<file path="src/hw/hiLoPkg.sv">
`default_nettype none

package hiLoPkg;

	// datapath widths
	localparam int WORD_WIDTH = 32;
	// one result bit per step
	localparam int STEP_COUNT = WORD_WIDTH;

	typedef logic [WORD_WIDTH-1:0] word_t;
	// product, or remainder and quotient side by side
	typedef logic [2*WORD_WIDTH-1:0] dword_t;
	typedef logic [$clog2(STEP_COUNT+1)-1:0] stepCount_t;

	// multiply/divide opcodes as decoded for the HI/LO unit
	typedef enum logic [1:0] {
		OP_MULT  = 2'b00,
		OP_MULTU = 2'b01,
		OP_DIV   = 2'b10,
		OP_DIVU  = 2'b11
	} mulDivOp_t;

	// register select for reads and direct moves
	typedef enum logic {
		SEL_LO = 1'b0,
		SEL_HI = 1'b1
	} hiLoSel_t;

	typedef enum logic [1:0] {
		ST_IDLE   = 2'b00,
		ST_RUN    = 2'b01,
		ST_COMMIT = 2'b10
	} mulDivState_t;

endpackage

`default_nettype wire

</file>
<file path="src/hw/mulDivCtrl.sv">
`timescale 1ns/100ps
`default_nettype none

module mulDivCtrl import hiLoPkg::*; (
	input  wire logic      clk,
	input  wire logic      rstN,
	input  wire logic      start,
	input  wire mulDivOp_t op,
	input  wire logic      flush,
	input  wire logic      hiLoWr,
	input  wire logic      lastStep,
	output logic           load,
	output logic           step,
	output logic           commit,
	output logic           resultIsDiv,
	output logic           moveWr,
	output logic           busy
);

	mulDivState_t state;
	mulDivState_t nextState;

	always_comb begin
		nextState = state;
		unique case (state)
			ST_IDLE: begin
				if (start) nextState = ST_RUN;
			end
			ST_RUN: begin
				if (flush) nextState = ST_IDLE;
				else if (lastStep) nextState = ST_COMMIT;
			end
			ST_COMMIT: begin
				nextState = ST_IDLE;
			end
			default: begin
				nextState = ST_IDLE;
			end
		endcase
	end

	always_ff @(posedge clk or negedge rstN) begin
		if (!rstN) begin
			state       <= ST_IDLE;
			resultIsDiv <= 1'b0;
		end else begin
			state <= nextState;
			if (load) resultIsDiv <= (op == OP_DIV) || (op == OP_DIVU);
		end
	end

	// start and moves only count while idle
	assign load   = start && (state == ST_IDLE);
	assign moveWr = hiLoWr && (state == ST_IDLE);
	assign step   = (state == ST_RUN);
	// a late flush still cancels the write
	assign commit = (state == ST_COMMIT) && !flush;
	assign busy   = (state != ST_IDLE);

	// an unflushed operation commits right after its last step
	assert property (@(posedge clk) disable iff (!rstN || flush)
		load |-> ##(STEP_COUNT + 1) commit);

endmodule

`default_nettype wire

</file>
<file path="src/hw/stepCounter.sv">
`timescale 1ns/100ps
`default_nettype none

module stepCounter import hiLoPkg::*; (
	input  wire logic clk,
	input  wire logic rstN,
	input  wire logic load,
	input  wire logic step,
	output logic      lastStep
);

	stepCount_t count;

	always_ff @(posedge clk or negedge rstN) begin
		if (!rstN) begin
			count <= '0;
		end else if (load) begin
			count <= stepCount_t'(STEP_COUNT);
		end else if (step) begin
			count <= count - stepCount_t'(1);
		end
	end

	// true during the final step cycle
	assign lastStep = (count == stepCount_t'(1));

	// the controller must leave RUN before the count runs out
	assert property (@(posedge clk) disable iff (!rstN)
		step |-> (count != '0));

endmodule

`default_nettype wire

</file>
<file path="src/hw/seqMultiplier.sv">
`timescale 1ns/100ps
`default_nettype none

module seqMultiplier import hiLoPkg::*; (
	input  wire logic      clk,
	input  wire logic      rstN,
	input  wire logic      load,
	input  wire logic      step,
	input  wire mulDivOp_t op,
	input  wire word_t     a,
	input  wire word_t     b,
	output dword_t         product
);

	logic   isSigned;
	word_t  magA;
	word_t  magB;
	dword_t mcand;
	word_t  mplier;
	dword_t acc;
	logic   negProd;

	assign isSigned = (op == OP_MULT);
	// magnitudes; the most negative value maps onto itself as unsigned
	assign magA = (isSigned && a[WORD_WIDTH-1]) ? -a : a;
	assign magB = (isSigned && b[WORD_WIDTH-1]) ? -b : b;

	always_ff @(posedge clk or negedge rstN) begin
		if (!rstN) begin
			acc     <= '0;
			negProd <= 1'b0;
		end else if (load) begin
			acc     <= '0;
			negProd <= isSigned && (a[WORD_WIDTH-1] ^ b[WORD_WIDTH-1]);
		end else if (step && mplier[0]) begin
			acc <= acc + mcand;
		end
	end

	// operand shifters
	always_ff @(posedge clk) begin
		if (load) begin
			mcand  <= {{WORD_WIDTH{1'b0}}, magA};
			mplier <= magB;
		end else if (step) begin
			mcand  <= mcand << 1;
			mplier <= mplier >> 1;
		end
	end

	assign product = negProd ? -acc : acc;

endmodule

`default_nettype wire

</file>
<file path="src/hw/iterDivider.sv">
`timescale 1ns/100ps
`default_nettype none

module iterDivider import hiLoPkg::*; (
	input  wire logic      clk,
	input  wire logic      rstN,
	input  wire logic      load,
	input  wire logic      step,
	input  wire mulDivOp_t op,
	input  wire word_t     a,
	input  wire word_t     b,
	output word_t          quotient,
	output word_t          remainder
);

	logic                isSigned;
	word_t               magA;
	word_t               magB;
	word_t               remReg;
	word_t               quoReg;
	word_t               divisor;
	logic                negQuo;
	logic                negRem;
	logic [WORD_WIDTH:0] shifted;
	logic [WORD_WIDTH:0] diff;
	logic                fits;

	assign isSigned = (op == OP_DIV);
	assign magA = (isSigned && a[WORD_WIDTH-1]) ? -a : a;
	assign magB = (isSigned && b[WORD_WIDTH-1]) ? -b : b;

	// next dividend bit enters the partial remainder
	assign shifted = {remReg, quoReg[WORD_WIDTH-1]};
	assign diff    = shifted - {1'b0, divisor};
	assign fits    = (shifted >= {1'b0, divisor});

	always_ff @(posedge clk or negedge rstN) begin
		if (!rstN) begin
			negQuo <= 1'b0;
			negRem <= 1'b0;
		end else if (load) begin
			negQuo <= isSigned && (a[WORD_WIDTH-1] ^ b[WORD_WIDTH-1]);
			// remainder follows the dividend
			negRem <= isSigned && a[WORD_WIDTH-1];
		end
	end

	// quoReg starts as the dividend and fills with quotient bits from the right
	always_ff @(posedge clk) begin
		if (load) begin
			remReg  <= '0;
			quoReg  <= magA;
			divisor <= magB;
		end else if (step) begin
			if (fits) begin
				remReg <= diff[WORD_WIDTH-1:0];
				quoReg <= {quoReg[WORD_WIDTH-2:0], 1'b1};
			end else begin
				// restore, keep the shifted value
				remReg <= shifted[WORD_WIDTH-1:0];
				quoReg <= {quoReg[WORD_WIDTH-2:0], 1'b0};
			end
		end
	end

	// sign fix on magnitudes gives truncation toward zero
	assign quotient  = negQuo ? -quoReg : quoReg;
	assign remainder = negRem ? -remReg : remReg;

endmodule

`default_nettype wire

</file>
<file path="src/hw/hiLoRegs.sv">
`timescale 1ns/100ps
`default_nettype none

module hiLoRegs import hiLoPkg::*; (
	input  wire logic     clk,
	input  wire logic     rstN,
	input  wire logic     commit,
	input  wire logic     resultIsDiv,
	input  wire dword_t   product,
	input  wire word_t    quotient,
	input  wire word_t    remainder,
	input  wire logic     moveWr,
	input  wire hiLoSel_t hiLoSelWr,
	input  wire word_t    moveData,
	input  wire hiLoSel_t hiLoSelRd,
	output word_t         hiLoOut
);

	word_t hi;
	word_t lo;

	always_ff @(posedge clk or negedge rstN) begin
		if (!rstN) begin
			hi <= '0;
			lo <= '0;
		end else if (commit) begin
			if (resultIsDiv) begin
				hi <= remainder;
				lo <= quotient;
			end else begin
				hi <= product[2*WORD_WIDTH-1:WORD_WIDTH];
				lo <= product[WORD_WIDTH-1:0];
			end
		end else if (moveWr) begin
			// MTHI / MTLO
			if (hiLoSelWr == SEL_HI) hi <= moveData;
			else lo <= moveData;
		end
	end

	assign hiLoOut = (hiLoSelRd == SEL_HI) ? hi : lo;

	// moves are held off by the controller for the whole operation
	assert property (@(posedge clk) disable iff (!rstN)
		!(commit && moveWr));

endmodule

`default_nettype wire

</file>
<file path="src/hw/hiLoUnit.sv">
`timescale 1ns/100ps
`default_nettype none

module hiLoUnit import hiLoPkg::*; (
	input  wire logic      clk,
	input  wire logic      rstN,
	input  wire logic      start,
	input  wire mulDivOp_t op,
	input  wire word_t     a,
	input  wire word_t     b,
	input  wire logic      hiLoWr,
	input  wire hiLoSel_t  hiLoSelWr,
	input  wire hiLoSel_t  hiLoSelRd,
	input  wire logic      flush,
	output logic           busy,
	output word_t          hiLoOut
);

	logic   load;
	logic   step;
	logic   commit;
	logic   resultIsDiv;
	logic   moveWr;
	logic   lastStep;
	dword_t product;
	word_t  quotient;
	word_t  remainder;

	mulDivCtrl u_mulDivCtrl (
		.clk(clk), .rstN(rstN), .start(start), .op(op), .flush(flush),
		.hiLoWr(hiLoWr), .lastStep(lastStep),

		.load(load), .step(step), .commit(commit), .resultIsDiv(resultIsDiv),
		.moveWr(moveWr), .busy(busy)
	);

	stepCounter u_stepCounter (
		.clk(clk), .rstN(rstN), .load(load), .step(step),

		.lastStep(lastStep)
	);

	// both datapaths run every operation, the result mux picks one
	seqMultiplier u_seqMultiplier (
		.clk(clk), .rstN(rstN), .load(load), .step(step), .op(op), .a(a), .b(b),

		.product(product)
	);

	iterDivider u_iterDivider (
		.clk(clk), .rstN(rstN), .load(load), .step(step), .op(op), .a(a), .b(b),

		.quotient(quotient), .remainder(remainder)
	);

	// move data comes straight from the rs operand
	hiLoRegs u_hiLoRegs (
		.clk(clk), .rstN(rstN), .commit(commit), .resultIsDiv(resultIsDiv),
		.product(product), .quotient(quotient), .remainder(remainder),
		.moveWr(moveWr), .hiLoSelWr(hiLoSelWr), .moveData(a), .hiLoSelRd(hiLoSelRd),

		.hiLoOut(hiLoOut)
	);

endmodule

`default_nettype wire

</file>
<file path="config.mk">
export PLATFORM = sky130hd
export DESIGN_NAME = hiLoUnit
export DESIGN_NICKNAME = d
export VERILOG_FILES = /design/src/hw/hiLoPkg.sv /design/src/hw/mulDivCtrl.sv /design/src/hw/stepCounter.sv /design/src/hw/seqMultiplier.sv /design/src/hw/iterDivider.sv /design/src/hw/hiLoRegs.sv /design/src/hw/hiLoUnit.sv
export SDC_FILE = /design/constraint.sdc
export NUM_CORES = 1
export LEC_CHECK = 0
export BUFFER_PORTS_ARGS = -buffer_cell sky130_fd_sc_hd__buf_4
export CORE_UTILIZATION = 30
export DETAILED_ROUTE_END_ITERATION = 16
export HOLD_SLACK_MARGIN = 0.03
export PLACE_DENSITY = 0.45
export REMOVE_ABC_BUFFERS = 1
export SLEW_MARGIN = 10
export SYNTH_ARGS = -nofsm -noshare
export SYNTH_HDL_FRONTEND = slang
export SYNTH_SLANG_ARGS = --single-unit
export TNS_END_PERCENT = 1
</file>
<file path="constraint.sdc">
create_clock -name clk -period 5.9 [get_ports clk]
set_input_delay 1.18 -clock clk [delete_from_list [all_inputs] [get_ports clk]]
set_output_delay 1.18 -clock clk [all_outputs]
set_load 0.01 [all_outputs]
</file>
==> Yosys cells after proc, flatten, opt, wreduce, memory -nomap -nowiden <==
Index checks and enable logic that the tools add are counted.
{ "classes": {"mux": 32, "bitwise": 1, "div": 0, "add_sub_neg": 8, "magnitude_cmp": 1, "shift": 0, "reduce_logical": 22, "multipliers": 0, "eq_ne": 8} }
{ "ops": {"columns": ["cell", "n"], "rows": [
  ["32-bit 2-to-1 mux", 22],
  ["64-bit 2-to-1 mux", 3],
  ["32-bit negator", 4],
  ["64-bit adder", 1],
  ["64-bit negator", 1],
  ["33-bit by 32-bit greater-or-equal comparator with 1-bit output", 1],
  ["32-bit subtractor", 1],
  ["6-bit 2-to-1 mux", 2],
  ["1-bit logical AND", 10],
  ["2-bit nonzero test", 5],
  ["2-bit equality test (second input constant)", 3],
  ["6-bit by 1-bit equality test with 1-bit output (second input constant)", 1],
  ["2-bit 2-to-1 mux", 3],
  ["2-bit AND reduction", 3],
  ["6-bit by 1-bit subtractor with 6-bit output (second input constant)", 1],
  ["2-bit zero test", 2],
  ["2-bit one-hot mux with 2 select lines", 1],
  ["3-bit != test (second input constant)", 1],
  ["2-bit by 1-bit equality test with 1-bit output (second input constant)", 1],
  ["2-bit by 1-bit != test with 1-bit output (second input constant)", 1],
  ["2-bit != test (second input constant)", 1],
  ["1-bit zero test", 1],
  ["1-bit logical OR", 1],
  ["1-bit 2-to-1 mux", 1],
  ["1-bit bitwise XOR", 1]
]} }
{ "totals": {"mem_count": 0, "latchBits": 0, "mem_bits_rw": 0, "elab_cells": 87, "inputBits": 73, "rom_bits": 0, "ff_bits": 332} }

==> Depth between registers and ports, before layout <==
{ "logic_depth": {"word_depth": 4, "mapped_depth": 15} }

==> Modules after synthesis <==
From an unflattened synthesis, not the netlist that was laid out.
{ "hier_totals": {"hier_cells": 2857, "hier_area_um2": 25126.6} }
{ "modules_own_cells": {"columns": ["mod", "area_each_um2", "instances", "cells_per_inst"], "rows": [
  ["seqMultiplier", 12346.8, 1, 1491],
  ["iterDivider", 8237.9, 1, 966],
  ["hiLoRegs", 4077.7, 1, 357],
  ["stepCounter", 305.3, 1, 29],
  ["mulDivCtrl", 158.9, 1, 14]
]} }

==> Least setup slack after synthesis <==
No wires, ideal clock.
{ "synth_timing": {"path_kind": "input to register", "from": "in start", "to": "reg u_iterDivider.quoReg[0], enable pin", "slack_ns": 1.827, "stages": 5, "arrival_time_ns": 3.622, "setup_time_ns": 0.451, "n_path_buf": 1, "cell_sequence": "nand2_1 inv_2 nor2_1 clkbuf_1 inv_1"} }
{ "synth_between": {"elab_chain_len": 2} }
{ "synth_rtl": {"columns": ["element", "line", "rtl"], "rows": [
  ["start, declared", "hiLoUnit.sv:7", "input wire logic start,"],
  ["1-bit logical AND", "mulDivCtrl.sv:53", "assign load = start && (state == ST_IDLE);"],
  ["2-bit nonzero test (no source line)", null, null],
  ["end signal, assigned", "iterDivider.sv:52", "quoReg <= magA;"],
  ["end signal, assigned", "iterDivider.sv:57", "quoReg <= {quoReg[WORD_WIDTH-2:0], 1'b1};"],
  ["end signal, assigned", "iterDivider.sv:61", "quoReg <= {quoReg[WORD_WIDTH-2:0], 1'b0};"],
  ["end, declared", "iterDivider.sv:20", "word_t quoReg;"]
]} }
Every way passes these cells.
A chain may end at the register's enable or synchronous reset.

==> Worst setup path in the final report <==
{ "layout_timing": {"from": "in a[2]", "to": "reg u_seqMultiplier.mcand[29], data pin"} }
{ "layout_between": {"elab_chain_len": 3} }
{ "layout_rtl": {"columns": ["element", "line", "rtl"], "rows": [
  ["start, declared", "hiLoUnit.sv:9", "input wire word_t a,"],
  ["32-bit negator", "seqMultiplier.sv:25", "assign magA = (isSigned && a[WORD_WIDTH-1]) ? -a : a;"],
  ["32-bit 2-to-1 mux", "seqMultiplier.sv:25", null],
  ["32-bit 2-to-1 mux", "seqMultiplier.sv:42", "if (load) begin"],
  ["end signal, assigned", "seqMultiplier.sv:43", "mcand <= {{WORD_WIDTH{1'b0}}, magA};"],
  ["end signal, assigned", "seqMultiplier.sv:46", "mcand <= mcand << 1;"],
  ["end, declared", "seqMultiplier.sv:18", "dword_t mcand;"]
]} }
Every way passes these cells.

==> metrics.yaml <==
power_switching_mw: 5.12
yosys_register_bits: 332
cts_buffer_depth: 3
slew_violations: 0
wl_mm: 84.2
skew_ns: 0.0256
arrival_ns: 4.59
rrSetupSlack_ns: 1.86
cp-endpoint: "u_seqMultiplier.mcand[29]"
post-route-drc-count: 0
reg2reg_from: "u_seqMultiplier.acc[0]"
port_buffers: 105
fmax_mhz: 233
fp-row-count: 103
placed_cell_area_mm2: 0.0259
regArea_mm2: 0.00863
design_area_mm2: 0.0274
regToRegEndpoint: "u_seqMultiplier.acc[62]"
cpPeakStageDelay_ns: 0.56
routed_via_density: 5.37
ant_nets: 0
swShare_pct: 42.3
synth_area_mm2: 0.0242
p_comb_share_pct: 43.6
coreArea_mm2: 0.0794
startpoint: "a[2]"
criticalPathCategory: "in2reg"
synth_top_area_share_pct: 15.9
ir_worst_vdd_v: 0.000225
reg2reg_depth: 12
syn_inst: 2865
start_util_pct: 30.5
track_usage_pct: 20.3
yosys.area_share.simple_pct: 17.7
detail_route.first_pass.iterations: 5
hp-class: "reg2reg"
hpwlAfterDp_mm: 62.0
fillCellCount: 8382
slowest_stage: "or3b_1"
synthArstFlopShare_pct: 42.2
vias: 21300
cp.required_ns: 6.20
grt_pass1_vias: 21100
avgSynthCellArea_um2: 8.45
fin_tns_setup_ns: 0
crit_chain: "buf_4 > or3_1 > nor4b_4 > nand3b_1 > or3b_1 > nor4b_2 > nand3_1 > nor3_1 > nor2_1 > xnor2_1 > o21ai_0"
synthXorXnorAreaFrac_pct: 11.3
clock_latency_ns: 0.60
gr-total-overflow: 0
path_max_fanout: 7
relSlewSlack_pct: 20.0
drtIter0Drc: 1554
cts.repair.resized: 0
ys_warn_count: 0
die_area_mm2: 0.0818
synth_top_cell_by_area: "edfxtp_1"
tightest_slew_ns: 1.20
ios: 106
die_w_um: 286
cts_tree: "done"
drive_above_1_share_pct: 10.4
clock_sinks: 332
ys.flop_type: "dfrtp_1"
critPathCaptureType: "register"
synth_fa_ha_area_share_pct: 5.44
area_growth_pct: 13.4
yosysSeqAreaShare_pct: 35.7
cts_buffers: 46
pwr-share-seq_pct: 33.3
synth-compound-area-share_pct: 20.8
fin_crit_sh_pct: 72.7
rsz0062_at_grt: "no"
setup_violations: 0
htree_levels: 2
wire_per_inst_um: 21.3
multi_input_area_mm2: 0.0147
synth.most_common_cell: "nand2_1"
hold_buffers: 0
yosys-top-cells-count: "452 x nand2_1, 387 x o21ai_0, 165 x xnor2_1"
synth.mux.area_fraction_pct: 5.34
intPower_mw: 6.99
outcome: "finished clean"
p_per_area_mw_per_mm2: 441
cap_violations: 0
cts_setup_buffers: 0
clk_pin_slew_ns: 0.06
pwr-share-clk_pct: 23.1
yosys-top-cells-area: "edfxtp_1 16%, dfrtp_1 14%, o21ai_0 8.0%"
synth_top_family_by_area: "compound AO/OA/AOI/OAI gates"
report.final.hold_viol_count: 0
layout.nets: 3050
crit_path_start_kind: "primary input"
post-route-min-period_ns: 4.29
p_leak_nw: 10.8
num_antenna_cells: 0
grt_max_degree: 181
gp_congestion: 0.878
synth_edf_count: 128
antenna_found_initial: 0
cts_root_buffer: "clkbuf_16"
die_height_um: 286
yosysUniqueCellTypes: 80
grt_pass1_wl_mm: 130
## cell families after synthesis
group,Yosys count
AO/OA/AOI/OAI,847
XOR/XNOR,312
adder cells (fa/ha/maj),104
buffers and inverters,244
flip-flops,332
multiplexers,124
AND/OR/NAND/NOR,902
## sequential cells by signal, indices dropped and copies added (netlist names), 32 cells and up
name,cells
u_iterDivider.divisor,32
u_seqMultiplier.acc,64
u_hiLoRegs.lo,32
u_iterDivider.quoReg,32
u_iterDivider.remReg,32
u_seqMultiplier.mplier,32
u_hiLoRegs.hi,32
u_seqMultiplier.mcand,64
## metrics by stage
stage                     cells  hold WS [ns]  util, %  total power, mW  setup WS (ns)
after CTS                  3960         0.482     34.6             12.2           1.69
final                      3960         0.476     34.6             12.1           1.61
after floorplan            2694         0.448        -             7.54          -2.96
after detailed placement   3875         0.474     32.7             9.33           1.07
after global routing       3960         0.514     34.6             13.0           1.40
after global placement     3875         0.473     32.7             9.28           1.07
## worst max-delay path, delay by kind of cell
kind            cells  cell delay [ns]
compound gates      1             0.08
simple gates        8             2.98
xor+xnor            1             0.19
buf+inv             1             0.14
## cells in the final DEF (no fill, tap or decap), types with 11 or more instances in the layout
cell type and instances:
nand3_1 46, inv_1 71, and2_1 12, nor2_1 147, a21o_1 57, nand4_1 23, dfrtp_1 138, or4_1 13
o22ai_1 15, nand2_1 450, nor3_1 42, clkbuf_16 49, dfxtp_1 64, or3_1 41, a211oi_1 23, o21bai_1 19
o211ai_1 36, buf_4 127, and3_1 22, o21ai_0 387, mux2i_1 83, ha_1 102, o31ai_1 48, o41ai_1 15
nor4_1 14, edfxtp_1 128, a21oi_1 162, a31oi_1 14, nor2b_1 15, xnor2_1 165, clkbuf_8 11, mux2_2 41
xor2_1 147
## power groups by stage
stage / combinational [mW] / sequential (mW) / clock [mW]
after floorplan: 3.75 / 3.79 / 0
after global placement: 5.24 / 4.04 / 0
after detailed placement: 5.27 / 4.06 / 0
after CTS: 5.30 / 4.02 / 2.87
after global routing: 5.88 / 4.13 / 2.95
final: 5.28 / 4.03 / 2.79
## how the worst min path moves through the flow
stage	startpoint	to	slack [ns]	cells after the start
floorplan	u_seqMultiplier.mcand[31]	u_seqMultiplier.mcand[32]	0.45	2
global placement	u_seqMultiplier.mcand[35]	u_seqMultiplier.mcand[35]	0.47	2
detailed placement	u_seqMultiplier.mcand[55]	u_seqMultiplier.mcand[55]	0.47	2
CTS	u_seqMultiplier.mcand[55]	u_seqMultiplier.mcand[55]	0.48	2
global route	u_seqMultiplier.mcand[53]	u_seqMultiplier.mcand[54]	0.51	2
finish	u_seqMultiplier.mcand[55]	u_seqMultiplier.mcand[56]	0.48	2
## routing by layer
metal / vias up / wire length (um) / part of all wire (%) / global-route usage, %
met3: 98 / 3560 / 4.2 / 1.89
met4: 0 / 1810 / 2.1 / 5.03
met1: 10400 / 39300 / 47 / 28.0
met5: - / 0 / 0 / 0
met2: 520 / 39500 / 47 / 34.1
li1: 10300 / - / - / -
## final cells by class
type,count,area share [%]
tap,1050,4.79
multi-input combinational,2289,53.5
inverter,73,1.01
clock inverter,13,0.274
clock buffer,72,5.21
timing repair buffer,131,3.73
sequential,332,31.5
(Power assumes the default switching activity.)
